==> config.mk <==
export PLATFORM = sky130hd
export DESIGN_NAME = dcache_lru
export DESIGN_NICKNAME = d
export VERILOG_FILES = /design/src/dcache/dcache_lru.sv
export SDC_FILE = /design/constraint.sdc
export NUM_CORES = 1
export LEC_CHECK = 0
export ABC_AREA = 1
export BUFFER_PORTS_ARGS = -buffer_cell sky130_fd_sc_hd__buf_2
export CORE_MARGIN = 3
export CORE_UTILIZATION = 67
export CTS_CLUSTER_DIAMETER = 40
export DETAILED_ROUTE_END_ITERATION = 8
export PLACE_DENSITY = 0.84
export SYNTH_ARGS = -nofsm -noshare
export SYNTH_HDL_FRONTEND = slang
export SYNTH_SLANG_ARGS = --single-unit
==> constraint.sdc <==
create_clock -name clk -period 3.35 [get_ports clk]
set_input_delay 0.335 -clock clk [delete_from_list [all_inputs] [get_ports clk]]
set_output_delay 0.335 -clock clk [all_outputs]
set_load 0.005 [all_outputs]
==> src/dcache/dcache_lru.sv <==
module dcache_lru (
    input  logic       clk,
    input  logic       rst,
    input  logic [2:0] set_i,
    input  logic       touch_i,
    input  logic [3:0] way_i,
    output logic [3:0] lru_way_o
);

    // Row r set bit c means way r was used after way c
    logic [3:0] matrix_q [8][4];
    logic [3:0] row_zero;

    always_ff @(posedge clk) begin
        if (rst) begin
            for (int s = 0; s < 8; s++) begin
                for (int r = 0; r < 4; r++) begin
                    matrix_q[s][r] <= '0;
                end
            end
        end else if (touch_i) begin
            for (int r = 0; r < 4; r++) begin
                if (way_i[r]) begin
                    matrix_q[set_i][r] <= ~way_i;
                end else begin
                    matrix_q[set_i][r] <= matrix_q[set_i][r] & ~way_i;
                end
            end
        end
    end

    // Least recent way owns the all-zero row
    always_comb begin
        for (int r = 0; r < 4; r++) begin
            row_zero[r] = ~|matrix_q[set_i][r];
        end
        lru_way_o = '0;
        for (int r = 3; r >= 0; r--) begin
            if (row_zero[r]) begin
                lru_way_o = 4'b0001 << r;
            end
        end
    end

endmodule

==> results.sh <==
export IMPL_ys_flop_type="edfxtp_1"
export IMPL_p_int_mw=2.91
export IMPL_period_needed_ns=2.75
export IMPL_fp_row_count=34
export IMPL_clk_pin_slew_ns=0.06
export IMPL_synth_nets=736
export IMPL_combPwrFrac_pct=8.6
export IMPL_cts_buffers=17
export IMPL_routed_via_count=4947
export IMPL_layout_common_cells="nand2_1 (285), nor2_1 (149), edfxtp_1 (128)"
export IMPL_final_common_cell="nand2_1"
export IMPL_yosysWarnings=0
export IMPL_swShare_pct=25.3
export IMPL_critPathKind="primary input to output port"
export IMPL_initial_utilization_pct=70.9
export IMPL_cts_sinks=128
export IMPL_drc=0
export IMPL_reg_top3="matrix_q: 128 flops"
export IMPL_diodes=0
export IMPL_p_leak_nw=3.24
export IMPL_power_share_sequential_pct=47.6
export IMPL_postCtsSetupBuffers=0
export IMPL_yosys_area_top_type="edfxtp_1"
export IMPL_largest_reg_flops=128
export IMPL_grt_antenna_before_repair=0
export IMPL_worstHoldPathType="primary input to flop"
export IMPL_relSlewSlack_pct=44.3
export IMPL_ys_ff_latch=128
export IMPL_cts_path_max_buffers=2
export IMPL_cp_max_fo=44
export IMPL_end_kind="output port"
export IMPL_cts_resized=0
export IMPL_p_sw_mw=0.985
export IMPL_final_area_um2=6960
export IMPL_gp_congestion=0.864
export IMPL_yosysSeqAreaShare_pct=60.7
export IMPL_hpwl_mm=9.64
export IMPL_clock_latency_ns=0.53
export IMPL_p_clk_share_pct=43.8
export IMPL_start_kind="primary input"
export IMPL_place_area_um2=6410
export IMPL_async_flop_share_pct=0
export IMPL_cap_viol_max_count=0
export IMPL_grt_max_degree=45
export IMPL_peakVddDrop_v=0.000408
export IMPL_setup_viol=0
export IMPL_finalSetupTns_ns=0
export IMPL_synth_cell_types=22
export IMPL_cts_tree="yes"
export IMPL_hold_violations=0
export IMPL_cts_hold_buf=0
export IMPL_synthCells=726
export IMPL_dr_pass1_iters=6
export IMPL_synth_area_top_cells="edfxtp_1 (61%), nand2_1 (17%), nor2_1 (8.8%), inv_1 (3.9%), o211ai_1 (1.9%)"
export IMPL_fill_cells=600
export IMPL_avgSynthCellArea_um2=8.73
export IMPL_worstMarginPinSlew_ns=0.831
export IMPL_syn_area_um2=6340
export IMPL_h_tree_depth=4
export IMPL_synth_top_cell_area_share_pct=60.7
export IMPL_io_pins=14
export IMPL_maxSlewViolCount=0
export IMPL_design_core_area_um2=8930
export IMPL_synth_edff_count=128
export IMPL_nets=744
export IMPL_fin_skew_ns=0.00744
export IMPL_ant_nets=0
export IMPL_required_ns=3.01
export IMPL_dieHeight_um=103
export IMPL_syn_to_final_growth_pct=9.77
export IMPL_overflow=0
export IMPL_status="completed"
export IMPL_clock_root_buffer="clkbuf_8"
export IMPL_power_density_nw_per_um2=560
export IMPL_fmax_ghz=0.364
export IMPL_grt_usage_pct=30.2
export IMPL_min_period_over_period_pct=82.1
export IMPL_crit_arrival_ns=2.41
export IMPL_rsz0062_at_grt="no"
export IMPL_drt_total_wl_mm=14.7
export IMPL_first_global_vias=4893
export IMPL_die_area_um2=10700
export IMPL_drive_gt1_share_pct=10.2
export IMPL_grt_pass1_wl_mm=23.7
export IMPL_drt_iter0_markers=573
export IMPL_portBuffers=13
export IMPL_wire_per_inst_um=17.2
export IMPL_die_w_um=103
export IMPL_top_register="matrix_q"
export IMPL_viasPerCell=5.79
## path summary, 6_finish.rpt
check	from	endpoint	slack (ns)	cells past startpoint
worst max-delay path	set_i[0]	lru_way_o[2]	0.60	13
worst min-delay path	way_i[0]	matrix_q[4][8]$_SDFFCE_PN0P_	0.49	4
worst max register to register	matrix_q[4][2]$_SDFFCE_PN0P_	matrix_q[3][2]$_SDFFCE_PN0P_	1.64	7
worst min register to register	matrix_q[7][8]$_SDFFCE_PN0P_	matrix_q[4][8]$_SDFFCE_PN0P_	0.95	6
## final cells by class
class                      count  area (µm²)  area share (%)
clock buffer                  18         418            6.01
clock inverter                14         131            1.89
inverter                      73         274            3.94
multi-input combinational    496        2050            29.5
sequential                   128        3840            55.3
tap                          108         135            1.94
timing repair buffer          18         103            1.48
## power by group through the flow
stage	Sequential (mW)	Clock, mW	Combinational [mW]
5_1_grt	1.86	1.79	0.370
3_3_place_gp	1.89	0	0.312
2_1_floorplan	1.88	0	0.238
3_5_place_dp	1.89	0	0.323
6_report	1.86	1.71	0.334
4_1_cts	1.86	1.71	0.329
## cells in the mapped netlist (2+ instances only)
cell type	n
o21ai_2	10
nand3_1	12
clkbuf_1	4
o211ai_1	16
o21ai_1	2
buf_4	9
nor2_4	3
nor2_1	149
inv_1	66
clkinv_1	3
buf_2	14
o21ai_0	6
inv_2	4
edfxtp_1	128
nand2_1	285
or2_2	9
## critical path, stage by stage
cell and delay [ns]:
buf_2 0.25, inv_2 0.61, nand2_1 0.12, nand2_1 0.09, nand2_1 0.05, nand2_1 0.09
nand2_1 0.06, nand2_1 0.13, nor2_1 0.06, nand2_1 0.12, nand2_1 0.12, nor2_1 0.20
buf_2 0.17
## metrics by stage
stage                     total power, mW  hold WS (ns)  setup WS, ns  cells  util (%)
after floorplan                      2.12         0.733          1.71    726         -
after global placement               2.20         0.945         0.812    823      71.7
after detailed placement             2.21         0.946         0.739    823      71.7
after CTS                            3.89         0.451         0.675    855      77.9
after global routing                 4.02         0.485         0.429    855      77.9
final                                3.90         0.486         0.600    855      77.9
## layer usage
layer	global-route usage, %	vias to the layer above	share of wire [%]
met3	7.18	39	10
met1	40.1	2311	38
met2	47.9	281	49
li1	-	2316	-
met4	13.9	0	2.6
met5	0	-	0
## logic make-up after synthesis
family	count (synthesis)	share of synthesized area (%)
DFF	128	60.7
and+or+nand+nor	462	28.5
AOI/OAI and AO/OA	34	3.91
buffers and inverters	102	6.97
No activity file was read; power rests on OpenSTA's default activity.
