<file path="src/common/cache_cfg_pkg.sv">
package cache_cfg_pkg;

    // 4 ways of 8 sets, each line holds eight 32-bit words
    localparam int NUM_WAYS       = 4;
    localparam int NUM_SETS       = 8;
    localparam int WORDS_PER_LINE = 8;

    // Burst length field is beats minus one
    localparam logic [7:0] BURST_LEN = 8'd7;

    typedef logic [23:0]                  tag_t;
    typedef logic [2:0]                   set_idx_t;
    typedef logic [2:0]                   word_idx_t;
    typedef logic [NUM_WAYS-1:0]          way_mask_t;
    typedef logic [WORDS_PER_LINE*32-1:0] line_t;

    // Byte address as seen by the cache
    typedef struct packed {
        tag_t       tag;
        set_idx_t   set;
        word_idx_t  word;
        logic [1:0] byte_off;
    } cache_addr_t;

endpackage

</file>
<file path="src/common/cache_bus_pkg.sv">
package cache_bus_pkg;

    // CPU request, we is 1 for a store
    typedef struct packed {
        logic        we;
        logic [31:0] addr;
        logic [31:0] wdata;
        logic [3:0]  wstrb;
    } cpu_req_t;

    // Burst request, shared by the read and write channels
    typedef struct packed {
        logic [31:0] addr;
        logic [7:0]  len;
    } mem_req_t;

    // One write data beat
    typedef struct packed {
        logic [31:0] data;
        logic [3:0]  strb;
        logic        last;
    } mem_wr_beat_t;

    // One read data beat
    typedef struct packed {
        logic [31:0] data;
        logic        last;
    } mem_rd_beat_t;

endpackage

</file>
<file path="src/dcache/dcache_req_decode.sv">
module dcache_req_decode
    import cache_cfg_pkg::*;
    import cache_bus_pkg::*;
(
    input  logic        clk,
    input  logic        rst,
    input  logic        accept_i,
    input  cpu_req_t    cpu_req_i,
    output cpu_req_t    req_o,
    output cache_addr_t addr_o,
    output logic [31:0] wmask_o
);

    logic        we_q;
    logic [31:0] addr_q;
    logic [31:0] wdata_q;
    logic [3:0]  wstrb_q;

    always_ff @(posedge clk) begin
        if (rst) begin
            we_q <= 1'b0;
        end else if (accept_i) begin
            we_q <= cpu_req_i.we;
        end
    end

    always_ff @(posedge clk) begin
        if (accept_i) begin
            addr_q  <= cpu_req_i.addr;
            wdata_q <= cpu_req_i.wdata;
            wstrb_q <= cpu_req_i.wstrb;
        end
    end

    assign req_o  = '{we: we_q, addr: addr_q, wdata: wdata_q, wstrb: wstrb_q};
    assign addr_o = cache_addr_t'(addr_q);

    // Byte strobe widened to a bit mask for the store merge
    always_comb begin
        for (int b = 0; b < 4; b++) begin
            wmask_o[b*8 +: 8] = {8{wstrb_q[b]}};
        end
    end

endmodule

</file>
<file path="config.mk">
export PLATFORM = sky130hd
export DESIGN_NAME = dcache_req_decode
export DESIGN_NICKNAME = d
export VERILOG_FILES = /design/src/common/cache_cfg_pkg.sv /design/src/common/cache_bus_pkg.sv /design/src/dcache/dcache_req_decode.sv
export SDC_FILE = /design/constraint.sdc
export NUM_CORES = 1
export LEC_CHECK = 0
export BUFFER_PORTS_ARGS = -buffer_cell sky130_fd_sc_hd__buf_2
export CELL_PAD_IN_SITES_DETAIL_PLACEMENT = 0
export CELL_PAD_IN_SITES_GLOBAL_PLACEMENT = 1
export CORE_MARGIN = 1.5
export CORE_UTILIZATION = 31
export CTS_CLUSTER_SIZE = 40
export DETAILED_ROUTE_END_ITERATION = 12
export GPL_ROUTABILITY_DRIVEN = 0
export HOLD_SLACK_MARGIN = 0.12
export MAX_ROUTING_LAYER = met4
export PLACE_DENSITY = 0.95
export SLEW_MARGIN = 20
export SYNTH_ARGS = -nofsm -noshare
export SYNTH_HDL_FRONTEND = slang
export SYNTH_SLANG_ARGS = --single-unit
</file>
<file path="constraint.sdc">
create_clock -name clk -period 2.3 [get_ports clk]
set_clock_uncertainty 0.15 [all_clocks]
set_input_delay 0.23 -clock clk [delete_from_list [all_inputs] [get_ports clk]]
set_output_delay 0.23 -clock clk [all_outputs]
set_load 0.03 [all_outputs]
</file>
==> reports/metrics.yaml <==
outcome: "finished, final reports clean"
fill_cells: 679
cp_data_arrival_time_ns: 1.59
start_util: 0.327
p_sw_mw: 0.962
antenna_found_initial: 0
synthDistinctLibCells: 5
wl_per_cell_microns: 13.8
p_total_mw: 3.30
cts.htree.levels: 3
crit_buf_inv: 3
hold_viol: 0
seqCellArea_sq_um: 2060
p_leak_nw: 1.89
routed.top_layer: "met4"
place_ws_ns: 1.01
path_class: "primary input to register"
internal-power_mw: 2.34
layout_common_cells: "204 x buf_2, 70 x dlygate4sd3_1, 68 x edfxtp_1, 9 x clkbuf_8"
syn-num-nets: 208
die_area_sq_um: 8820
drt_iter0_markers: 24
antenna_left: 0
grt_pass1_vias: 1934
drive_above_1_share: 0.601
wirelength_microns: 6410
p_seq_frac: 0.464
wl_met3_microns: 637
postLayoutSetupSlackWorst_ns: 0.768
ys_top_cells_by_area: "edfxtp_1 80%, buf_4 19%, dfxtp_1 0.78%"
die_h_microns: 93.9
pin_count: 205
cts_sinks: 69
drc: 0
critPathLaunchType: "primary input"
avgSynthCellArea_sq_um: 18.9
whs_ns: 0.335
tightest_slew_ns: 0.454
cts_made_buffers: 9
row_count: 32
yosysTopAreaCell: "edfxtp_1"
final_nets: 430
peakVddDrop_mv: 0.453
antenna_cells: 0
power_density_nw_per_um2: 796
syn_area_sq_um: 2560
cts_tree: "yes"
grt_start_max_net_pins: 37
crit_chain: "buf_2 > buf_4 > mux2i_1 > nor2_1 > dlygate4sd3_1"
io_buffers: 204
final_cells: 465
switching_share: 0.291
utilization: 0.528
drv_slew: 0
critPathMaxFanout: 36
placed_cell_area_sq_um: 3240
wl_met2_microns: 3300
yosysTopAreaCellShare: 0.796
met1Wirelength_microns: 2350
setup_viol_count_final: 0
yosysSeqAreaShare: 0.804
critPathTopFamily: "buffers and inverters"
syn_to_final_growth_pct: 61.7
vias_per_cell: 3.95
layout_commonest_cell: "buf_2"
first_pass_iters: 4
clock-root-buffer: "clkbuf_8"
cts_max_path_buffers: 2
required_ns: 2.36
endpoint_kind: "register"
cts_setup_buffers: 0
max_cap_viol_count: 0
fin_area_sq_um: 4150
die_x_microns: 93.9
critPathSlowestCell: "dlygate4sd3_1"
period_needed_ns: 1.53
postSynthCellCount: 136
min_path_type: "primary input to register"
coreArea_sq_um: 7850
cts.clk_slew.worst_paths_ns: 0.07
timing.final.crit_share: 0.666
ys_ff_latch: 69
p_comb_frac: 0.225
power.share.clock: 0.310
fmax_ghz: 0.653
grt_first_pass_wirelength_microns: 9360
setup_tns_ns: 0
vias: 1837
multi_input_area_sq_um: 13.8
crit_path_max_incr_delay_ns: 0.56
yosysWarnings: 0
place_inst: 379
grt_overflow_total: 0
grtUsageTotal: 0.150
insertion_delay_ns: 0.32
rsz0062_at_grt: "false"
maxSlewHeadroom: 0.698
## power by group through the flow
| stage | Sequential [mW] | Combinational [mW] | Clock, mW |
|---|---|---|---|
| after floorplan | 1.76 | 0.312 | 0 |
| after global placement | 1.56 | 0.647 | 0 |
| after detailed placement | 1.56 | 0.652 | 0 |
| after CTS | 1.54 | 0.744 | 1.06 |
| after global routing | 1.55 | 0.779 | 1.11 |
| final | 1.53 | 0.744 | 1.02 |
## cells by family (layout without fill, tap and decap cells)
| kind of cell | Yosys count | in the layout | synth area share |
|---|---|---|---|
| buffers and inverters | 65 | 292 | 0.190 |
| and+or+nand+nor | 1 | 1 | 0.00146 |
| DFF | 69 | 69 | 0.804 |
| muxes | 1 | 1 | 0.00390 |
## state kept, by name, summed over array words and instances (netlist names)
name,cells
we_q,1
wdata_q,32
addr_o,32
wstrb_q,4
## what timing repair did
| item | in CTS | in global routing |
|---|---|---|
| hold endpoints to repair | 69 | 0 |
| hold buffers | 70 | 0 |
| resized for setup | 0 | 0 |
## worst paths after layout
| kind | start | to | slack (ns) | depth (start not counted) |
|---|---|---|---|---|
| setup / recovery | accept_i | we_q | 0.77 | 5 |
| hold / removal | accept_i | wdata_q[0] | 0.34 | 2 |
| setup reg to reg | we_q | we_q | 0.98 | 3 |
| hold reg to reg | we_q | we_q | 0.93 | 3 |
## per-layer routing
metal | track usage | up-vias
met5 | - | -
met2 | 0.258 | 131
met3 | 0.0566 | 11
met1 | 0.155 | 836
met4 | 0.0609 | 0
li1 | - | 859
## synthesized netlist by cell type, drive strengths merged
cell type / n
dfxtp: 1
buf: 65
nor2: 1
edfxtp: 68
mux2i: 1
## final cells by class
class,instances,share of cell area
clock buffers,11,0.0317
clock inverters,5,0.0181
well taps,102,0.0308
repair buffers,276,0.419
flip-flops and latches,69,0.497
multi-input cells,2,0.00332
Note: power is estimated with default switching activity, not from simulation.
