===== src/common/cache_cfg_pkg.sv =====
package cache_cfg_pkg;

    // 4 ways of 8 sets, each line holds eight 32-bit words
    localparam int NUM_WAYS       = 4;
    localparam int NUM_SETS       = 8;
    localparam int WORDS_PER_LINE = 8;

    // Burst length field is beats minus one
    localparam logic [7:0] BURST_LEN = 8'd7;

    typedef logic [23:0]                  tag_t;
    typedef logic [2:0]                   set_idx_t;
    typedef logic [2:0]                   word_idx_t;
    typedef logic [NUM_WAYS-1:0]          way_mask_t;
    typedef logic [WORDS_PER_LINE*32-1:0] line_t;

    // Byte address as seen by the cache
    typedef struct packed {
        tag_t       tag;
        set_idx_t   set;
        word_idx_t  word;
        logic [1:0] byte_off;
    } cache_addr_t;

endpackage


===== src/common/cache_bus_pkg.sv =====
package cache_bus_pkg;

    // CPU request, we is 1 for a store
    typedef struct packed {
        logic        we;
        logic [31:0] addr;
        logic [31:0] wdata;
        logic [3:0]  wstrb;
    } cpu_req_t;

    // Burst request, shared by the read and write channels
    typedef struct packed {
        logic [31:0] addr;
        logic [7:0]  len;
    } mem_req_t;

    // One write data beat
    typedef struct packed {
        logic [31:0] data;
        logic [3:0]  strb;
        logic        last;
    } mem_wr_beat_t;

    // One read data beat
    typedef struct packed {
        logic [31:0] data;
        logic        last;
    } mem_rd_beat_t;

endpackage


===== src/dcache/dcache_ctrl.sv =====
module dcache_ctrl
    import cache_cfg_pkg::*;
    import cache_bus_pkg::*;
(
    input  logic clk,
    input  logic rst,
    input  logic cpu_req_valid_i,
    input  logic is_write_i,
    input  logic hit_i,
    input  logic victim_dirty_i,
    input  logic last_beat_i,
    input  logic cpu_rsp_ready_i,
    input  logic mem_rd_req_ready_i,
    input  logic mem_rd_rsp_valid_i,
    input  logic mem_wr_req_ready_i,
    input  logic mem_wr_ready_i,
    output logic accept_o,
    output logic cpu_req_ready_o,
    output logic cpu_rsp_valid_o,
    output logic mem_rd_req_valid_o,
    output logic mem_rd_rsp_ready_o,
    output logic mem_wr_req_valid_o,
    output logic mem_wr_valid_o,
    output logic rd_beat_o,
    output logic wr_beat_o,
    output logic fill_o,
    output logic store_o,
    output logic touch_o
);

    typedef enum logic [3:0] {
        ST_IDLE,
        ST_LOOKUP,
        ST_DECIDE,
        ST_WB_REQ,
        ST_WB_BEATS,
        ST_RF_REQ,
        ST_RF_BEATS,
        ST_FILL,
        ST_STORE,
        ST_RESP
    } state_t;

    state_t state_q;
    state_t state_d;
    logic   req_ready_q;

    // Ready is registered so it stays low through reset and rises one cycle later
    always_ff @(posedge clk) begin
        if (rst) begin
            state_q     <= ST_IDLE;
            req_ready_q <= 1'b0;
        end else begin
            state_q     <= state_d;
            req_ready_q <= (state_d == ST_IDLE);
        end
    end

    always_comb begin
        state_d = state_q;
        case (state_q)
            ST_IDLE: begin
                if (accept_o) begin
                    state_d = ST_LOOKUP;
                end
            end
            // Arrays are read here, tags compared in decide
            ST_LOOKUP: state_d = ST_DECIDE;
            ST_DECIDE: begin
                if (hit_i) begin
                    state_d = is_write_i ? ST_IDLE : ST_RESP;
                end else if (victim_dirty_i) begin
                    state_d = ST_WB_REQ;
                end else begin
                    state_d = ST_RF_REQ;
                end
            end
            ST_WB_REQ: begin
                if (mem_wr_req_ready_i) begin
                    state_d = ST_WB_BEATS;
                end
            end
            ST_WB_BEATS: begin
                if (wr_beat_o && last_beat_i) begin
                    state_d = ST_RF_REQ;
                end
            end
            ST_RF_REQ: begin
                if (mem_rd_req_ready_i) begin
                    state_d = ST_RF_BEATS;
                end
            end
            ST_RF_BEATS: begin
                if (rd_beat_o && last_beat_i) begin
                    state_d = ST_FILL;
                end
            end
            // Write miss finishes as a store into the new line
            ST_FILL:  state_d = is_write_i ? ST_STORE : ST_RESP;
            ST_STORE: state_d = ST_IDLE;
            ST_RESP: begin
                if (cpu_rsp_ready_i) begin
                    state_d = ST_IDLE;
                end
            end
            default: state_d = ST_IDLE;
        endcase
    end

    assign cpu_req_ready_o    = req_ready_q;
    assign accept_o           = req_ready_q && cpu_req_valid_i;
    assign cpu_rsp_valid_o    = (state_q == ST_RESP);
    assign mem_wr_req_valid_o = (state_q == ST_WB_REQ);
    assign mem_wr_valid_o     = (state_q == ST_WB_BEATS);
    assign mem_rd_req_valid_o = (state_q == ST_RF_REQ);
    assign mem_rd_rsp_ready_o = (state_q == ST_RF_BEATS);

    // Datapath pulses
    assign wr_beat_o = mem_wr_valid_o && mem_wr_ready_i;
    assign rd_beat_o = mem_rd_rsp_ready_o && mem_rd_rsp_valid_i;
    assign fill_o    = (state_q == ST_FILL);
    assign store_o   = (state_q == ST_STORE) || (state_q == ST_DECIDE && hit_i && is_write_i);
    assign touch_o   = store_o || fill_o || (cpu_rsp_valid_o && cpu_rsp_ready_i);

endmodule


===== config.mk =====
export PLATFORM = sky130hd
export DESIGN_NAME = dcache_ctrl
export DESIGN_NICKNAME = d
export VERILOG_FILES = /design/src/common/cache_cfg_pkg.sv /design/src/common/cache_bus_pkg.sv /design/src/dcache/dcache_ctrl.sv
export SDC_FILE = /design/constraint.sdc
export NUM_CORES = 1
export LEC_CHECK = 0
export ABC_AREA = 1
export BUFFER_PORTS_ARGS = -buffer_cell sky130_fd_sc_hd__buf_2
export CORE_AREA = 10 10 47 49
export CTS_BUF_LIST = sky130_fd_sc_hd__clkbuf_2 sky130_fd_sc_hd__clkbuf_4 sky130_fd_sc_hd__clkbuf_8
export CTS_CLUSTER_DIAMETER = 50
export DETAILED_ROUTE_END_ITERATION = 12
export DIE_AREA = 0 0 57 59
export PLACE_DENSITY = 0.62
export SKIP_CTS_REPAIR_TIMING = 1
export SYNTH_ARGS = -nofsm -noshare
export SYNTH_HDL_FRONTEND = slang
export SYNTH_SLANG_ARGS = --single-unit

===== constraint.sdc =====
create_clock -name clk -period 3 [get_ports clk]
set_clock_uncertainty 0.05 [all_clocks]
set_input_delay 0.15 -clock clk [delete_from_list [all_inputs] [get_ports clk]]
set_output_delay 0.15 -clock clk [all_outputs]
set_load 0.1 [all_outputs]

==> qor.yml <==
status:
  run_status: "finished clean"
die:
  fp.dieW_um: 57
  die_area_mm2: 0.00336
  die_y_um: 59
  io_pins: 24
  std_cell_rows: 14
  floorplan.initialDensity_pct: 33.6
  fp.coreArea_mm2: 0.00140
worst_setup_path:
  r2r_end: "cpu_req_ready_o"
  reg2reg_setup_slack_ns: 1.73
  critPathCapture: "touch_o"
  critPathCaptureType: "output pin"
  r2r_cells: 6
  startpoint: "state_q[2]"
  critical_path.max_fanout: 8
  cp_data_arrival_time_ns: 1.70
  path_type_of_the_worst_setup_path: "reg2out"
  cp_data_required_time_ns: 2.80
  critical_path.reg2reg.startpoint: "state_q[2]"
  timing.critical_path.from_type: "flip-flop"
synth:
  synth_compound_gate_area_share_pct: 4.79
  synth_mux_area_share_pct: 0
  synth_fa_ha_area_share_pct: 0
  synth.distinct_cells: 15
  yosys_warnings: 0
  syn_avg_cell_area_um2: 5.53
  ys_seq_area_share_pct: 21.3
  largest_family_of_logic_cells_by_synthesized_area: "simple AND/OR/NAND/NOR gates"
  ys_ff_latch: 5
  synthesis.area_um2: 470
  synthesis.nets: 97
  share_of_synthesized_cell_area_in_and_or_nand_and_nor_gates_pct: 57.2
  synthesis.instances: 85
  synth_xor_xnor_area_share_pct: 0
global_routing:
  grt_usage_pct: 7.46
  global_route.usage.met2_pct: 13.0
  global_route.usage.met3_pct: 1.29
  antenna_found_initial: 0
  grt-busiest-layer: "met2"
  grt_max_degree: 9
  grt-ovfl-total: 0
  grt_pass1_vias: 508
  global_route.usage.met1_pct: 8.02
  wire_length_of_the_first_global_routing_pass_um: 2050
worst_hold_path:
  hold_path.class: "in2reg"
placed_design:
  gpl.final_weighted_congestion: 0.879
  numPlacedInstances: 124
  port-buffer-count: 23
  post_place_cell_area_um2: 608
  place_worst_setup_slack_ns: 1.35
  hpwl_um: 1150
sta:
  post-route-min-period_ns: 1.90
  fin_setup_tns_ns: 0
  worst_setup_margin_ns: 1.10
  grt_setup_unrepaired: "no"
  max_freq_mhz: 527
  finalCritPeriodShare_pct: 63.3
  timing_hold_violations_final: 0
  final-setup-viol-count: 0
  slew_violations: 0
  maxSlewHeadroom_pct: 67.3
  tightest_slew_ns: 0.495
  holdWs_ns: 0.0580
drt:
  drt_wl_total_um: 1320
  drcViolationCount: 0
  postRouteAntennaNets: 0
  first_iter_violations: 18
  drt-wirelength-per-cell_um: 10.3
  via_count: 581
  drt-pass1-iter-count: 4
  detail_route.vias_per_cell: 4.54
finish:
  stdcell_area_um2: 638
  design.final.nets: 125
  mostFrequentLayoutCell: "sky130_fd_sc_hd__buf_2"
  antenna_cells_inserted: 0
  area_growth_synth_to_finish_pct: 35.6
  mostFrequentLayoutCells: "sky130_fd_sc_hd__buf_2, sky130_fd_sc_hd__nand2_1, sky130_fd_sc_hd__inv_1, sky130_fd_sc_hd__nor2_1, sky130_fd_sc_hd__nand3_1"
  instances_no_fill: 128
  final_layout_size_suffix_gt1_share_pct: 36.6
  fillCellCount: 163
flow_run:
  drv_cap: 0
clock_network:
  cts_made_buffers: 3
  htreeDepth: 1
  clockBufferDepth: 2
  cts.sink_count: 5
  clkSlewWorstSetupHoldPaths_ns: 0.04
  cts-root-buf: "sky130_fd_sc_hd__clkbuf_4"
  cts_tree: "built"
  insertion_delay_ns: 0.23
power_and_ir_drop:
  p_leak_nw: 0.424
  worst_ir_drop_vdd_uv: 177
  power_density_over_the_cells_mw_per_mm2: 387
worst max-delay path, cell delays in order (launching register included):
cell and delay (ns):
sky130_fd_sc_hd__dfxtp_1 0.35, sky130_fd_sc_hd__nor2_2 0.31, sky130_fd_sc_hd__nand2_1 0.15, sky130_fd_sc_hd__o22ai_2 0.12, sky130_fd_sc_hd__a21oi_1 0.06, sky130_fd_sc_hd__nand2_1 0.05, sky130_fd_sc_hd__buf_2 0.42
cells by family (layout without fill, tap and decap cells):
family / Yosys count / count (layout)
flip-flops: 5 / 5
AO/OA/AOI/OAI: 3 / 3
AND/OR/NAND/NOR: 56 / 56
buffers and inverters: 21 / 48
power breakdown:
part | internal [mW] | switching, mW
Clock | 0.0591 | 0.0240
Combinational | 0.0196 | 0.0673
Sequential | 0.0719 | 0.00488
per-stage QoR:
step / total power, mW / utilization, %
3_3_place_gp: 0.165 / 43.4
6_report: 0.247 / 45.5
5_1_grt: 0.264 / 45.5
2_1_floorplan: 0.145 / -
3_5_place_dp: 0.165 / 43.4
4_1_cts: 0.251 / 45.5
cells in the mapped netlist:
cell	count	area, µm²
sky130_fd_sc_hd__nor3_1	1	5.00
sky130_fd_sc_hd__nor2_1	14	52.6
sky130_fd_sc_hd__nand2_2	2	12.5
sky130_fd_sc_hd__nor2_2	4	25.0
sky130_fd_sc_hd__a21oi_1	1	5.00
sky130_fd_sc_hd__inv_2	2	7.51
sky130_fd_sc_hd__nand2_1	20	75.1
sky130_fd_sc_hd__o22ai_2	1	12.5
sky130_fd_sc_hd__inv_1	19	71.3
sky130_fd_sc_hd__nor2_4	1	11.3
sky130_fd_sc_hd__nand3_1	10	50.1
sky130_fd_sc_hd__nand3b_1	1	7.51
sky130_fd_sc_hd__o21ai_0	1	5.00
sky130_fd_sc_hd__dfxtp_1	5	100
sky130_fd_sc_hd__nand3_2	3	30.0
per-layer routing:
| metal | wire length, µm | vias up |
|---|---|---|
| met2 | 638 | 18 |
| met3 | 53 | 2 |
| met5 | 0 | - |
| met1 | 601 | 251 |
| met4 | 26 | 0 |
| li1 | - | 310 |
how the worst min path moves through the flow:
stage,start,depth (start not counted),to
6_report,rst,2,state_q[1]
2_1_floorplan,rst,1,state_q[1]
5_1_grt,rst,2,state_q[1]
3_5_place_dp,rst,2,state_q[1]
3_3_place_gp,rst,2,state_q[1]
4_1_cts,rst,2,state_q[1]
sequential cells by signal, summed over array words and instances, names as in the netlist:
name             count
cpu_req_ready_o      1
state_q              4
area by class of cell:
| class | instances | area [µm²] | area share [%] |
|---|---|---|---|
| Inverter | 21 | 78.8 | 12.4 |
| Clock buffer | 4 | 30.0 | 4.71 |
| Timing Repair Buffer | 23 | 115 | 18.0 |
| Tap cell | 16 | 20.0 | 3.14 |
| Multi-Input combinational cell | 59 | 294 | 46.1 |
| Sequential cell | 5 | 100 | 15.7 |
Note: power is estimated with default switching activity, not from simulation.
