===== config.mk =====
export PLATFORM = sky130hd
export DESIGN_NAME = dcache_line_buf
export DESIGN_NICKNAME = d
export VERILOG_FILES = /design/src/common/cache_cfg_pkg.sv /design/src/common/cache_bus_pkg.sv /design/src/dcache/dcache_line_buf.sv
export SDC_FILE = /design/constraint.sdc
export NUM_CORES = 1
export LEC_CHECK = 0
export BUFFER_PORTS_ARGS = -buffer_cell sky130_fd_sc_hd__buf_2
export CAP_MARGIN = 30
export CORE_AREA = 2 2 225 227
export CTS_CLUSTER_DIAMETER = 120
export CTS_CLUSTER_SIZE = 25
export DETAILED_ROUTE_END_ITERATION = 8
export DIE_AREA = 0 0 227 229
export GPL_ROUTABILITY_DRIVEN = 0
export SLEW_MARGIN = 5
export SYNTH_ARGS = -nofsm -noshare
export SYNTH_HDL_FRONTEND = slang
export SYNTH_SLANG_ARGS = --single-unit
export TNS_END_PERCENT = 5

===== constraint.sdc =====
create_clock -name clk -period 5.5 [get_ports clk]
set_input_delay 0.55 -clock clk [delete_from_list [all_inputs] [get_ports clk]]
set_output_delay 0.55 -clock clk [all_outputs]
set_load 0.03 [all_outputs]

===== src/common/cache_cfg_pkg.sv =====
package cache_cfg_pkg;

    // 4 ways of 8 sets, each line holds eight 32-bit words
    localparam int NUM_WAYS       = 4;
    localparam int NUM_SETS       = 8;
    localparam int WORDS_PER_LINE = 8;

    // Burst length field is beats minus one
    localparam logic [7:0] BURST_LEN = 8'd7;

    typedef logic [23:0]                  tag_t;
    typedef logic [2:0]                   set_idx_t;
    typedef logic [2:0]                   word_idx_t;
    typedef logic [NUM_WAYS-1:0]          way_mask_t;
    typedef logic [WORDS_PER_LINE*32-1:0] line_t;

    // Byte address as seen by the cache
    typedef struct packed {
        tag_t       tag;
        set_idx_t   set;
        word_idx_t  word;
        logic [1:0] byte_off;
    } cache_addr_t;

endpackage


===== src/common/cache_bus_pkg.sv =====
package cache_bus_pkg;

    // CPU request, we is 1 for a store
    typedef struct packed {
        logic        we;
        logic [31:0] addr;
        logic [31:0] wdata;
        logic [3:0]  wstrb;
    } cpu_req_t;

    // Burst request, shared by the read and write channels
    typedef struct packed {
        logic [31:0] addr;
        logic [7:0]  len;
    } mem_req_t;

    // One write data beat
    typedef struct packed {
        logic [31:0] data;
        logic [3:0]  strb;
        logic        last;
    } mem_wr_beat_t;

    // One read data beat
    typedef struct packed {
        logic [31:0] data;
        logic        last;
    } mem_rd_beat_t;

endpackage


===== src/dcache/dcache_line_buf.sv =====
module dcache_line_buf
    import cache_cfg_pkg::*;
    import cache_bus_pkg::*;
(
    input  logic         clk,
    input  logic         rst,
    input  logic         rd_beat_i,
    input  logic         wr_beat_i,
    input  logic [31:0]  rd_data_i,
    input  line_t        victim_line_i,
    output line_t        line_o,
    output mem_wr_beat_t wr_beat_o,
    output logic         last_beat_o
);

    word_idx_t beat_q;
    line_t     line_q;

    // Shared by refill and write-back, wraps to zero after eight beats
    always_ff @(posedge clk) begin
        if (rst) begin
            beat_q <= '0;
        end else if (rd_beat_i || wr_beat_i) begin
            beat_q <= beat_q + word_idx_t'(1);
        end
    end

    // Refill words land in order of arrival
    always_ff @(posedge clk) begin
        if (rd_beat_i) begin
            line_q[beat_q*32 +: 32] <= rd_data_i;
        end
    end

    assign last_beat_o = (beat_q == word_idx_t'(WORDS_PER_LINE - 1));
    assign line_o      = line_q;

    // Write-back beats always carry full words
    assign wr_beat_o = '{
        data: victim_line_i[beat_q*32 +: 32],
        strb: 4'hF,
        last: last_beat_o
    };

endmodule


==> results of run 1 <==
routing by layer:
| layer | vias up | GRT usage, % | wire (µm) | share of wire [%] |
|---|---|---|---|---|
| met1 | 4885 | 22.7 | 19300 | 34 |
| li1 | 4265 | - | - | - |
| met2 | 546 | 40.2 | 31000 | 54 |
| met3 | 117 | 4.21 | 4120 | 7.2 |
| met5 | - | 0 | 66 | 0.12 |
| met4 | 12 | 8.27 | 2430 | 4.3 |
how the worst min path moves through the flow:
stage,start,endpoint,slack (ns),depth (start not counted)
finish,rst,beat_q[1]$_SDFFE_PP0P_,0.25,2
global placement,beat_q[2]$_SDFFE_PP0P_,beat_q[2]$_SDFFE_PP0P_,0.75,2
detailed placement,beat_q[2]$_SDFFE_PP0P_,beat_q[2]$_SDFFE_PP0P_,0.76,2
global route,rst,beat_q[1]$_SDFFE_PP0P_,0.25,2
floorplan,rst,beat_q[1]$_SDFFE_PP0P_,0.62,1
CTS,rst,beat_q[2]$_SDFFE_PP0P_,0.23,2
cells in the final DEF (no fill, tap or decap), drive strengths merged:
cell type	netlist	routed
edfxtp	256	256
or2	1	1
ha	5	5
o21a	1	1
nor2	43	43
or3	1	1
o21ai	2	2
or3b	3	3
clkbuf	57	15
buf	36	602
nand2b	3	3
inv	35	37
o311ai	1	1
o21bai	1	1
mux2	32	32
dfxtp	3	3
a21oi	2	2
nor3	126	126
nand2	1	1
nand3b	32	32
mux4	64	64
diode	0	19
conb	1	4
nor4	98	98
stage by stage:
| stage | area (µm²) | power [W] | instances | utilization [%] | hold slack, ns |
|---|---|---|---|---|---|
| floorplan | 12100 | 0.00288 | 808 | - | 0.619 |
| global route | 16100 | 0.00449 | 2015 | 32.3 | 0.254 |
| global placement | 15600 | 0.00324 | 1987 | 31.4 | 0.747 |
| detailed placement | 15600 | 0.00326 | 1988 | 31.5 | 0.755 |
| finish | 16100 | 0.00434 | 2024 | 32.4 | 0.254 |
| CTS | 16000 | 0.00439 | 2004 | 32.3 | 0.234 |
flip-flops by register name, indices dropped and copies added (netlist names):
signal / cells
line_o: 256
beat_q: 3
critical path: cells and delay by family (launching register included):
family	cells	cell delay [ns]
buf+inv	2	0.80
flops	1	0.63
mux	2	0.97
area by class of cell:
| cell class | instances | area [µm²] | share of cell area, % |
|---|---|---|---|
| Inverter | 36 | 135 | 0.840 |
| Clock inverter | 1 | 16.3 | 0.101 |
| Sequential cell | 259 | 7750 | 48.2 |
| Tap cell | 672 | 841 | 5.23 |
| Clock buffer | 15 | 375 | 2.33 |
| Timing Repair Buffer | 602 | 3100 | 19.3 |
| Antenna cell | 19 | 47.5 | 0.296 |
| Multi-Input combinational cell | 420 | 3820 | 23.7 |
power by group through the flow:
stage / sequential [W] / clock [W] / combinational, W
after detailed placement: 0.00225 / 0 / 0.00102
final: 0.00220 / 0.00113 / 0.00101
after CTS: 0.00220 / 0.00117 / 0.00102
after floorplan: 0.00229 / 0 / 0.000583
after global routing: 0.00221 / 0.00122 / 0.00107
after global placement: 0.00225 / 0 / 0.000996
logic make-up (layout without fill, tap and decap cells):
logic type	after synthesis	after routing	synth area share (%)
compound gates	7	7	0.425
buf+inv	129	654	5.03
fa+ha+maj	5	5	0.519
simple gates	308	308	14.2
other cells	1	23	0.0311
mux	96	96	15.6
flops	259	259	64.2
==> results.md, run 1 <==
- Commonest cells in the netlist: sky130_fd_sc_hd__edfxtp_1 (256), sky130_fd_sc_hd__nor3_1 (125), sky130_fd_sc_hd__nor4_1 (98)
- Final wirelength: between 50,000 and 60,000 µm
- Post-cts gate resize count: 0
- Global router's overall resource usage: 21.1%
- R2R Path End: line_o[142]$_DFFE_PP_
- Clk buf depth: 3
- Number of global-route vias before repair: about 9,800
- Overflow after GRT: 0
- Worst path required time: between 4 and 5 ns
- Total iterations of the first detailed-routing run: 5
- Worst setup skew after layout: about 0.019 ns
- Yosys synthesis warning count: 0
- Number of DRC markers in iteration 0: 720
- Number of register bits inferred by synthesis: ~260
- Final setup vio count: 0
- Number of buffer cells added on primary ports: around 580
- Via count of the routed design: 9,825
- Part of the power in combinational logic: between 20% and 30%
- Fraction of layout instances using a drive strength above 1: a little over half
- Filler cell count in the final layout: ~5,000
- Result of the run: complete, no violations
- Chip width: ~230 µm
- PwrDens: ~270 nW/µm²
- Initial antenna violation count: 48
- Time the worst path needs with I/O delays and setup: 3.51 ns
- Post-detailed-route wirelength per cell: ~28 µm
- CP max FO: 39
- Avg Cell Area, Syn: between 10 and 15 µm²
- Leading post-synthesis cells by cell area: sky130_fd_sc_hd__edfxtp_1 (64%), sky130_fd_sc_hd__mux4_2 (8.0%), sky130_fd_sc_hd__nor3_1 (5.2%), sky130_fd_sc_hd__nor4_1 (5.1%), sky130_fd_sc_hd__mux4_1 (4.6%)
- Later-pin clock latency in the skew report: ~0.5 ns
- Vias per std cell: ~4.9
- Number of setup buffers added after CTS: 0
- Critical path's largest stage delay: 0.68 ns
- Hold violation count in the final report: 0
- Slew @ Worst Pin: 0.941 ns
- Power Internal: 0.00301 W
- Boundary Pins: around 600
- Die height: approximately 230 µm
- Main synth FF type: sky130_fd_sc_hd__edfxtp_1
- HPWL after detailed placement: 45,300 µm
- Final sum of negative setup slack: 0 ns
- Cell variety after synth: 31
- Final count of pins violating max slew: 0
- R2R setup slack: 2.00 ns
- Placement Rows: 82
- Worst path cell trace: buf_4 > mux4_1 > mux2_2 > buf_2
- Share of synthesized area occupied by flip-flops and latches: 64.2%
- Signed area change from the synthesized netlist to the final layout: 33.3%
- Worst max-slew margin expressed relative to the limit: between 30% and 40%
- Worst reg2reg startpoint: beat_q[0]$_SDFFE_PP0P_
- H-Tree Level Count: 1
- Post-synthesis instance area: ~12,000 µm²
- Setup crit start: beat_q[0]$_SDFFE_PP0P_
- Leak Pwr: 6.03 nW
- Area share of the leading cell type in the synthesized netlist: a little under two thirds
- Die area: roughly 52,000 µm²
- Critical Setup Path Class: register to primary output
- Portion of total power attributed to sequential cells: 50.7%
- Maximum clock frequency: between 200 and 300 MHz
- Critical Path Sink Type: primary output
- Portion of total power attributed to the clock network: 26.1%
- Cell type contributing the most total cell area after synthesis: sky130_fd_sc_hd__edfxtp_1
- Period utilization: 63.8%
- Pin count of the biggest net entering global routing: between 90 and 100
- RSZ-0062 raised after global routing: false
- Cell type of the slowest stage on the worst timing path: sky130_fd_sc_hd__mux4_1
- Number of standard cells after synthesis: 805
- Switching fraction of total power: between 30% and 40%
- Clock tree root driver cell: sky130_fd_sc_hd__clkbuf_16
- Clock-pin slew on the worst setup and hold paths: 0.08 ns
- Number of max-capacitance violations reported: 0
- Last element of the critical path: wr_beat_o[17]
- Remaining antenna violation count: 0
- Post-cts hold buffer count: 0
- Core footprint: 49,700 µm²
- Critical Path Source Type: register
- Number of buffers created by CTS: 14
- First-pass GRT wire length: roughly 76,000 µm
- Most frequent cell after synthesis: sky130_fd_sc_hd__edfxtp_1
- Worst Setup Slack post-DPL: between 1.5 and 2 ns
- Post-synth EDFFs: 256
- Number of remaining DRC errors: 0
- Clock tree from TritonCTS: done
- Worst IR Drop VDD: approximately 0.14 mV
- Clock sink count: 259
- Cell count of the worst reg-to-reg path: 6
- Power dissipated by switching net loads: between 0.001 and 0.0015 W
- Arrival time at the worst endpoint: a little under 3 ns
- Net count, final: approximately 1,600
- Worst-case setup margin in the final layout: around 2.0 ns
- Worst min path class: primary input to register
- Share of flip-flops with an asynchronous set or reset after synthesis: 0%
- Initial Utilization: 24.3%
Power figures use the tool's default switching activity.
==> inputs of run 2 (changes only) <==
--- a/config.mk
+++ b/config.mk
@@ -5,13 +5,14 @@
 export SDC_FILE = /design/constraint.sdc
 export NUM_CORES = 1
 export LEC_CHECK = 0
+export ABC_AREA = 1
 export BUFFER_PORTS_ARGS = -buffer_cell sky130_fd_sc_hd__buf_2
 export CAP_MARGIN = 30
-export CORE_AREA = 2 2 225 227
+export CORE_AREA = 2 2 228 230
 export CTS_CLUSTER_DIAMETER = 120
 export CTS_CLUSTER_SIZE = 25
 export DETAILED_ROUTE_END_ITERATION = 8
-export DIE_AREA = 0 0 227 229
+export DIE_AREA = 0 0 230 232
 export GPL_ROUTABILITY_DRIVEN = 0
 export SLEW_MARGIN = 5
 export SYNTH_ARGS = -nofsm -noshare
==> constraint.sdc (replaced) <==
create_clock -name clk -period 2.9 [get_ports clk]
set_input_delay 0.29 -clock clk [delete_from_list [all_inputs] [get_ports clk]]
set_output_delay 0.29 -clock clk [all_outputs]
set_load 0.03 [all_outputs]
==> run 2 against run 1 <==
  * The run now ends with negative setup slack left
  * Global-route usage decreased by 0.25 points
  * Clock power is 88% higher
  * Die area grew 2.6%
==> results.md, run 2 <==
- PwrDens: around 500 nW/µm²
- Power dissipated by switching net loads: 0.00313 W
- Worst path top cell family by delay: simple AND/OR/NAND/NOR gates
- Post-synthesis instance area: 13,800 µm²
- Final wirelength: between 50,000 and 60,000 µm
- Cell type of the slowest stage on the worst timing path: sky130_fd_sc_hd__buf_16
- Overflow after GRT: 0
- Worst path required time: around 2.6 ns
- Critical path's largest stage delay: 0.43 ns
- Core footprint: approximately 50,000 µm²
- Portion of total power attributed to sequential cells: a little under half
- Period utilization: 102%
- Net count, final: roughly 2,400
- Filler cell count in the final layout: 5,338
- Final setup vio count: 1
- Worst IR Drop VDD: between 0.2 and 0.3 mV
- Critical Setup Path Class: register to primary output
- Area share of the leading cell type in the synthesized netlist: a little under three fifths
- Worst-case setup margin in the final layout: -0.0440 ns
- R2R Path End: line_o[233]$_DFFE_PP_
- Avg Cell Area, Syn: ~8.6 µm²
- Arrival time at the worst endpoint: 2.65 ns
- Worst Setup Slack post-DPL: 0.547 ns
- Post-synth EDFFs: 256
- Share of synthesized area occupied by flip-flops and latches: roughly 56%
- Number of buffers created by CTS: 14
- Vias per std cell: 4.72
- Most common library cell in the layout ignoring fill and taps: sky130_fd_sc_hd__buf_2
- Number of cells after detailed placement: between 2,000 and 3,000
- Slew @ Worst Pin: about 1.1 ns
- Chip width: about 230 µm
- Later-pin clock latency in the skew report: approximately 0.5 ns
- Yosys synthesis warning count: 0
- Critical Path Source Type: register
- Most frequent cell after synthesis: sky130_fd_sc_hd__nand2_1
- Initial antenna violation count: 8
- Leak Pwr: just under 8 nW
- Hold violation count in the final report: 0
- Switching fraction of total power: between 30% and 40%
- Area of combinational cells with multiple inputs: between 4000 and 5000 µm²
- Crit path buf inv count: 2
- HPWL after detailed placement: 44,600 µm
- Number of standard cells after synthesis: about 1,600
- Cell variety after synth: 25
- Main synth FF type: sky130_fd_sc_hd__edfxtp_1
- Number of remaining DRC errors: 0
- Initial Utilization: ~27%
- Cell type contributing the most total cell area after synthesis: sky130_fd_sc_hd__edfxtp_1
- R2R setup slack: about 0.55 ns
- Sink of the worst hold path: beat_q[2]$_SDFFE_PP0P_
- Number of buffer cells added on primary ports: about 580
- Clock-pin slew on the worst setup and hold paths: about 0.090 ns
- Flip-flop count of the largest register, all copies and words added: 256
- Share of flip-flops with an asynchronous set or reset after synthesis: 0%
- Total iterations of the first detailed-routing run: 5
- H-Tree Level Count: 1
- Result of the run: complete, but fails checks
- Remaining antenna violation count: 0
- Post-layout total power: 0.00896 W
- Number of max-capacitance violations reported: 0
- Number of global-route vias before repair: around 13,000
- Via count of the routed design: between 10,000 and 15,000
- Time the worst path needs with I/O delays and setup: 2.94 ns
- CP max FO: between 150 and 200
- Number of DRC markers in iteration 0: around 1,300
- Global router's overall resource usage: between 20% and 30%
- Clock tree root driver cell: sky130_fd_sc_hd__clkbuf_16
- Portion of total power attributed to the clock network: between 20% and 30%
- Post-detailed-route wirelength per cell: between 20 and 25 µm
- Commonest cells in the netlist: sky130_fd_sc_hd__nand2_1 (419), sky130_fd_sc_hd__inv_1 (260), sky130_fd_sc_hd__edfxtp_1 (256)
- Most used cell, CP: sky130_fd_sc_hd__nand2_1
- Die height: 232 µm
- Clock sink count: roughly 260
- Clk buf depth: 3
- Final sum of negative setup slack: -0.0440 ns
- Die area: roughly 53,000 µm²
- Non-filler cells, final: 2,801
- RSZ-0062 raised after global routing: false
- Maximum clock frequency: between 300 and 400 MHz
- Critical Path Sink Type: primary output
- Power Internal: roughly 0.006 W
- Worst path cell trace: buf_16 > nand2_1 > nand3_1 > nand2_1 > nand2_2 > nand2_1 > buf_2
- Area taken by flip-flops and latches: just under 8000 µm²
- Worst max-slew margin expressed relative to the limit: 27.2%
- First-pass GRT wire length: 81,700 µm
- Worst hold path stage count: 4
- Placement Rows: between 80 and 90
- Violations in the final reports: negative setup slack
- Most frequent cells in the layout: sky130_fd_sc_hd__buf_2 (581), sky130_fd_sc_hd__nand2_1 (417), sky130_fd_sc_hd__inv_1 (259)
- Clock tree from TritonCTS: done
- Cell count of the worst reg-to-reg path: 7
- Fraction of layout instances using a drive strength above 1: between 30% and 40%
- Worst setup skew after layout: between 0.01 and 0.015 ns
- Worst reg2reg startpoint: beat_q[0]$_SDFFE_PP0P_
- Part of the power in combinational logic: approximately 29%
- Boundary Pins: just under 600
- Pin count of the biggest net entering global routing: between 150 and 200
- Signed area change from the synthesized netlist to the final layout: 27.9%
- Final count of pins violating max slew: 0
- Number of register bits inferred by synthesis: between 200 and 300
- Worst min path class: primary input to register
- Hold Path Origin: wr_beat_i
- Leading post-synthesis cells by cell area: sky130_fd_sc_hd__edfxtp_1 (56%), sky130_fd_sc_hd__nand2_1 (11%), sky130_fd_sc_hd__nand3_1 (7.2%), sky130_fd_sc_hd__inv_1 (7.1%), sky130_fd_sc_hd__nor2_1 (6.4%)
-- run 2: tightest hold or removal path, stage by stage --
cell	delay [ns]
sky130_fd_sc_hd__buf_2	0.08
sky130_fd_sc_hd__nor2_1	0.10
sky130_fd_sc_hd__nor2_1	0.12
sky130_fd_sc_hd__a211oi_1	0.05
-- run 2: cell families (layout without fill, tap and decap cells) --
group / count (synthesis) / after routing / synth area share (%)
other: 1 / 10 / 0.0271
buffers and inverters: 385 / 890 / 12.3
flip-flops: 259 / 259 / 56.0
adder cells (fa/ha/maj): 5 / 5 / 0.452
AND/OR/NAND/NOR: 953 / 953 / 31.0
AO/OA/AOI/OAI: 4 / 4 / 0.199
-- run 2: power by group through the flow --
| stage | sequential, W | combinational, W | clock, W |
|---|---|---|---|
| 2_1_floorplan | 0.00449 | 0.00151 | 0 |
| 3_3_place_gp | 0.00433 | 0.00258 | 0 |
| 3_5_place_dp | 0.00433 | 0.00259 | 0 |
| 4_1_cts | 0.00424 | 0.00260 | 0.00216 |
| 5_1_grt | 0.00425 | 0.00279 | 0.00225 |
| 6_report | 0.00424 | 0.00260 | 0.00212 |
-- run 2: worst max path at each step --
| stage | from | end | slack [ns] | cells after the start |
|---|---|---|---|---|
| 2_1_floorplan | beat_q[0]$_SDFFE_PP0P_ | line_o[192]$_DFFE_PP_ | 0.02 | 10 |
| 3_3_place_gp | beat_q[0]$_SDFFE_PP0P_ | line_o[246]$_DFFE_PP_ | 0.57 | 7 |
| 3_5_place_dp | beat_q[0]$_SDFFE_PP0P_ | line_o[243]$_DFFE_PP_ | 0.55 | 7 |
| 4_1_cts | beat_q[0]$_SDFFE_PP0P_ | wr_beat_o[28] | 0.10 | 7 |
| 5_1_grt | beat_q[0]$_SDFFE_PP0P_ | wr_beat_o[15] | 0.002 | 8 |
| 6_report | beat_q[0]$_SDFFE_PP0P_ | wr_beat_o[28] | -0.04 | 7 |
-- run 2: layout make-up --
class                   instances  share of cell area [%]
flip-flops and latches        259                    43.8
multi-input cells             966                    25.3
repair buffers                610                    18.1
inverters                     264                    5.65
well taps                     680                    4.81
clock buffers                  15                    2.12
clock inverters                 1                  0.0920
diodes                          6                  0.0849
-- run 2: through the flow --
stage               util (%)  hold WS, ns  instance area (µm²)
floorplan                  -        0.361                13900
global placement        33.9        0.485                17300
detailed placement      33.9        0.488                17300
CTS                     34.7        0.170                17700
global route            34.7        0.196                17700
finish                  34.8        0.189                17700
-- run 2: repair_timing --
action / 4_1_cts / 5_1_grt
hold buffers: 1 / 0
setup endpoints to repair: 0 / 5
gates resized for setup: 0 / 2
hold endpoints to repair: 2 / 0
setup buffers: 0 / 0
-- run 2: per-layer routing --
layer / GRT usage [%] / up-vias / share of wire (%)
li1: - / 6097 / -
met1: 24.2 / 6259 / 37
met2: 37.0 / 734 / 49
met3: 2.32 / 115 / 7.2
met4: 13.0 / 2 / 6.8
met5: 0 / - / 0.024
==> inputs of run 3 (changes only) <==
--- a/config.mk
+++ b/config.mk
@@ -5,14 +5,13 @@
 export SDC_FILE = /design/constraint.sdc
 export NUM_CORES = 1
 export LEC_CHECK = 0
-export ABC_AREA = 1
 export BUFFER_PORTS_ARGS = -buffer_cell sky130_fd_sc_hd__buf_2
 export CAP_MARGIN = 30
-export CORE_AREA = 2 2 228 230
+export CORE_AREA = 2 2 225 227
 export CTS_CLUSTER_DIAMETER = 120
 export CTS_CLUSTER_SIZE = 25
 export DETAILED_ROUTE_END_ITERATION = 8
-export DIE_AREA = 0 0 230 232
+export DIE_AREA = 0 0 227 229
 export GPL_ROUTABILITY_DRIVEN = 0
 export SLEW_MARGIN = 5
 export SYNTH_ARGS = -nofsm -noshare
==> run 3 against run 2 <==
  * The flow now finishes without violations
  * Cell area decreased by 7.6%
  * Final cell count is 27% lower
  * Setup slack improved by 0.20 ns
  * Register-to-register slack barely moved
  * Clock skew increased by 0.0054 ns
  * Sequential power is 2% lower
==> results.md, run 3 (synthesis results as in run 1) <==
- Later-pin clock latency in the skew report: roughly 0.5 ns
- Die area: 52,000 µm²
- Worst hold path stage count: 3
- R2R setup slack: approximately 0.55 ns
- Via count of the routed design: just under 10,000
- Worst path required time: around 2.6 ns
- Setup crit start: beat_q[0]$_SDFFE_PP0P_
- Final count of pins violating max slew: 0
- Time the worst path needs with I/O delays and setup: around 2.7 ns
- Critical Setup Path Class: register to primary output
- Clk buf depth: 3
- Final setup vio count: 0
- CP max FO: 33
- Fraction of layout instances using a drive strength above 1: about 54%
- Die height: about 230 µm
- Clock sink count: ~260
- Most frequent cells in the layout: sky130_fd_sc_hd__buf_2 (581), sky130_fd_sc_hd__edfxtp_1 (256), sky130_fd_sc_hd__nor3_1 (119)
- Cell count of the worst reg-to-reg path: 6
- Worst min path class: primary input to register
- Worst IR Drop VDD: between 0.3 and 0.4 mV
- H-Tree Level Count: 1
- Remaining antenna violation count: 0
- Post-detailed-route wirelength per cell: ~28 µm
- First-pass GRT wire length: approximately 76,000 µm
- Worst reg2reg startpoint: beat_q[0]$_SDFFE_PP0P_
- Global router's overall resource usage: 21.1%
- Flip-flop count of the largest register, all copies and words added: about 260
- Boundary Pins: around 590
- Signed area change from the synthesized netlist to the final layout: 35.4%
- PwrDens: 507 nW/µm²
- Clock tree from TritonCTS: done
- Placement Rows: 82
- Core footprint: about 50,000 µm²
- Arrival time at the worst endpoint: approximately 2.5 ns
- Maximum clock frequency: 364 MHz
- Number of global-route vias before repair: approximately 9,700
- Most common library cell in the layout ignoring fill and taps: sky130_fd_sc_hd__buf_2
- Total iterations of the first detailed-routing run: 5
- Worst max-slew margin expressed relative to the limit: about 40%
- Vias per std cell: between 4 and 5
- Worst setup skew after layout: roughly 0.02 ns
- Slew @ Worst Pin: 0.900 ns
- Initial Utilization: between 20% and 30%
- Overflow after GRT: 0
- Number of buffer cells added on primary ports: 581
- Net count, final: 1,639
- Clock tree root driver cell: sky130_fd_sc_hd__clkbuf_16
- WHS: between 0.1 and 0.15 ns
- RSZ-0062 raised after global routing: false
- Filler cell count in the final layout: 5,049
- Number of setup buffers added after CTS: 0
- R2R Path End: line_o[23]$_DFFE_PP_
- Final wirelength: 57,200 µm
- HPWL after detailed placement: 45,600 µm
- Post-cts gate resize count: 0
- Number of DRC markers in iteration 0: between 700 and 800
- Hold Path Origin: wr_beat_i
- Result of the run: complete, no violations
- Sink of the worst hold path: beat_q[0]$_SDFFE_PP0P_
- Number of max-capacitance violations reported: 0
- Period utilization: between 90% and 100%
- Chip width: between 200 and 250 µm
- Leak Pwr: ~6.1 nW
- Post-layout total power: 0.00828 W
- Hold violation count in the final report: 0
- Final Util: roughly a third
- Initial antenna violation count: 53
- Critical Path Sink Type: primary output
- Number of remaining DRC errors: 0
- Critical Path Source Type: register
- Pin count of the biggest net entering global routing: 86
- Number of buffers created by CTS: 14
- Clock-pin slew on the worst setup and hold paths: 0.08 ns
[run 3: changes by cell type in the layout (fill, tap and decap cells not counted), moves of 96 or more]
cell	delta
sky130_fd_sc_hd__nand2_1	-416
sky130_fd_sc_hd__inv_1	-225
sky130_fd_sc_hd__nand3_1	-197
sky130_fd_sc_hd__nor2_1	-184
sky130_fd_sc_hd__nor3_1	+119
sky130_fd_sc_hd__nor4_1	+96
[run 3: layout make-up]
type,instances,area [µm²],area share (%)
Inverter,36,139,0.850
Antenna cell,24,60.1,0.368
Multi-Input combinational cell,420,3900,23.9
Clock inverter,2,17.5,0.107
Tap cell,672,841,5.15
Sequential cell,259,7750,47.5
Timing Repair Buffer,611,3250,19.9
Clock buffer,15,375,2.30
[run 3: critical path, cell delays in order, from the launching register on]
cell and delay [ns]:
sky130_fd_sc_hd__dfxtp_4 0.39, sky130_fd_sc_hd__buf_4 0.45, sky130_fd_sc_hd__mux4_1 0.64, sky130_fd_sc_hd__mux2_2 0.28, sky130_fd_sc_hd__buf_2 0.18
[run 3: metal layers]
layer | global-route usage [%] | wire length, µm | share of wire [%] | vias up
met5 | 0 | 129 | 0.23 | -
met4 | 9.21 | 2760 | 4.8 | 20
met3 | 4.79 | 4260 | 7.4 | 137
met2 | 39.6 | 30700 | 54 | 559
met1 | 22.1 | 19400 | 34 | 4883
li1 | - | - | - | 4292
[run 3: stage by stage]
stage | instances | worst slack (ns) | instance area, µm² | TNS [ns]
final | 2039 | 0.154 | 16300 | 0
after global routing | 2032 | 0.0459 | 16300 | 0
after floorplan | 808 | -0.143 | 12300 | -18.97
after global placement | 1997 | 0.574 | 15900 | 0
after CTS | 2015 | 0.113 | 16300 | 0
after detailed placement | 1997 | 0.561 | 15900 | 0
[run 3: power breakdown]
group	switching, W	leakage, nW	total (W)	internal [W]
sequential	0.0000217	2.40	0.00416	0.00414
combinational	0.00133	3.55	0.00200	0.000667
clock	0.00117	0.194	0.00212	0.000944
[run 3: repair_timing]
item / 4_1_cts / 5_1_grt
hold buffers: 1 / 0
setup endpoints to repair: 0 / 0
endpoints found under the hold margin: 3 / 0
[run 3: worst max path at each step]
stage	endpoint	slack, ns	cells past startpoint
2_1_floorplan	line_o[0]$_DFFE_PP_	-0.14	8
3_3_place_gp	line_o[21]$_DFFE_PP_	0.57	6
3_5_place_dp	line_o[10]$_DFFE_PP_	0.56	6
4_1_cts	wr_beat_o[14]	0.11	4
5_1_grt	wr_beat_o[23]	0.05	4
6_report	wr_beat_o[14]	0.15	4
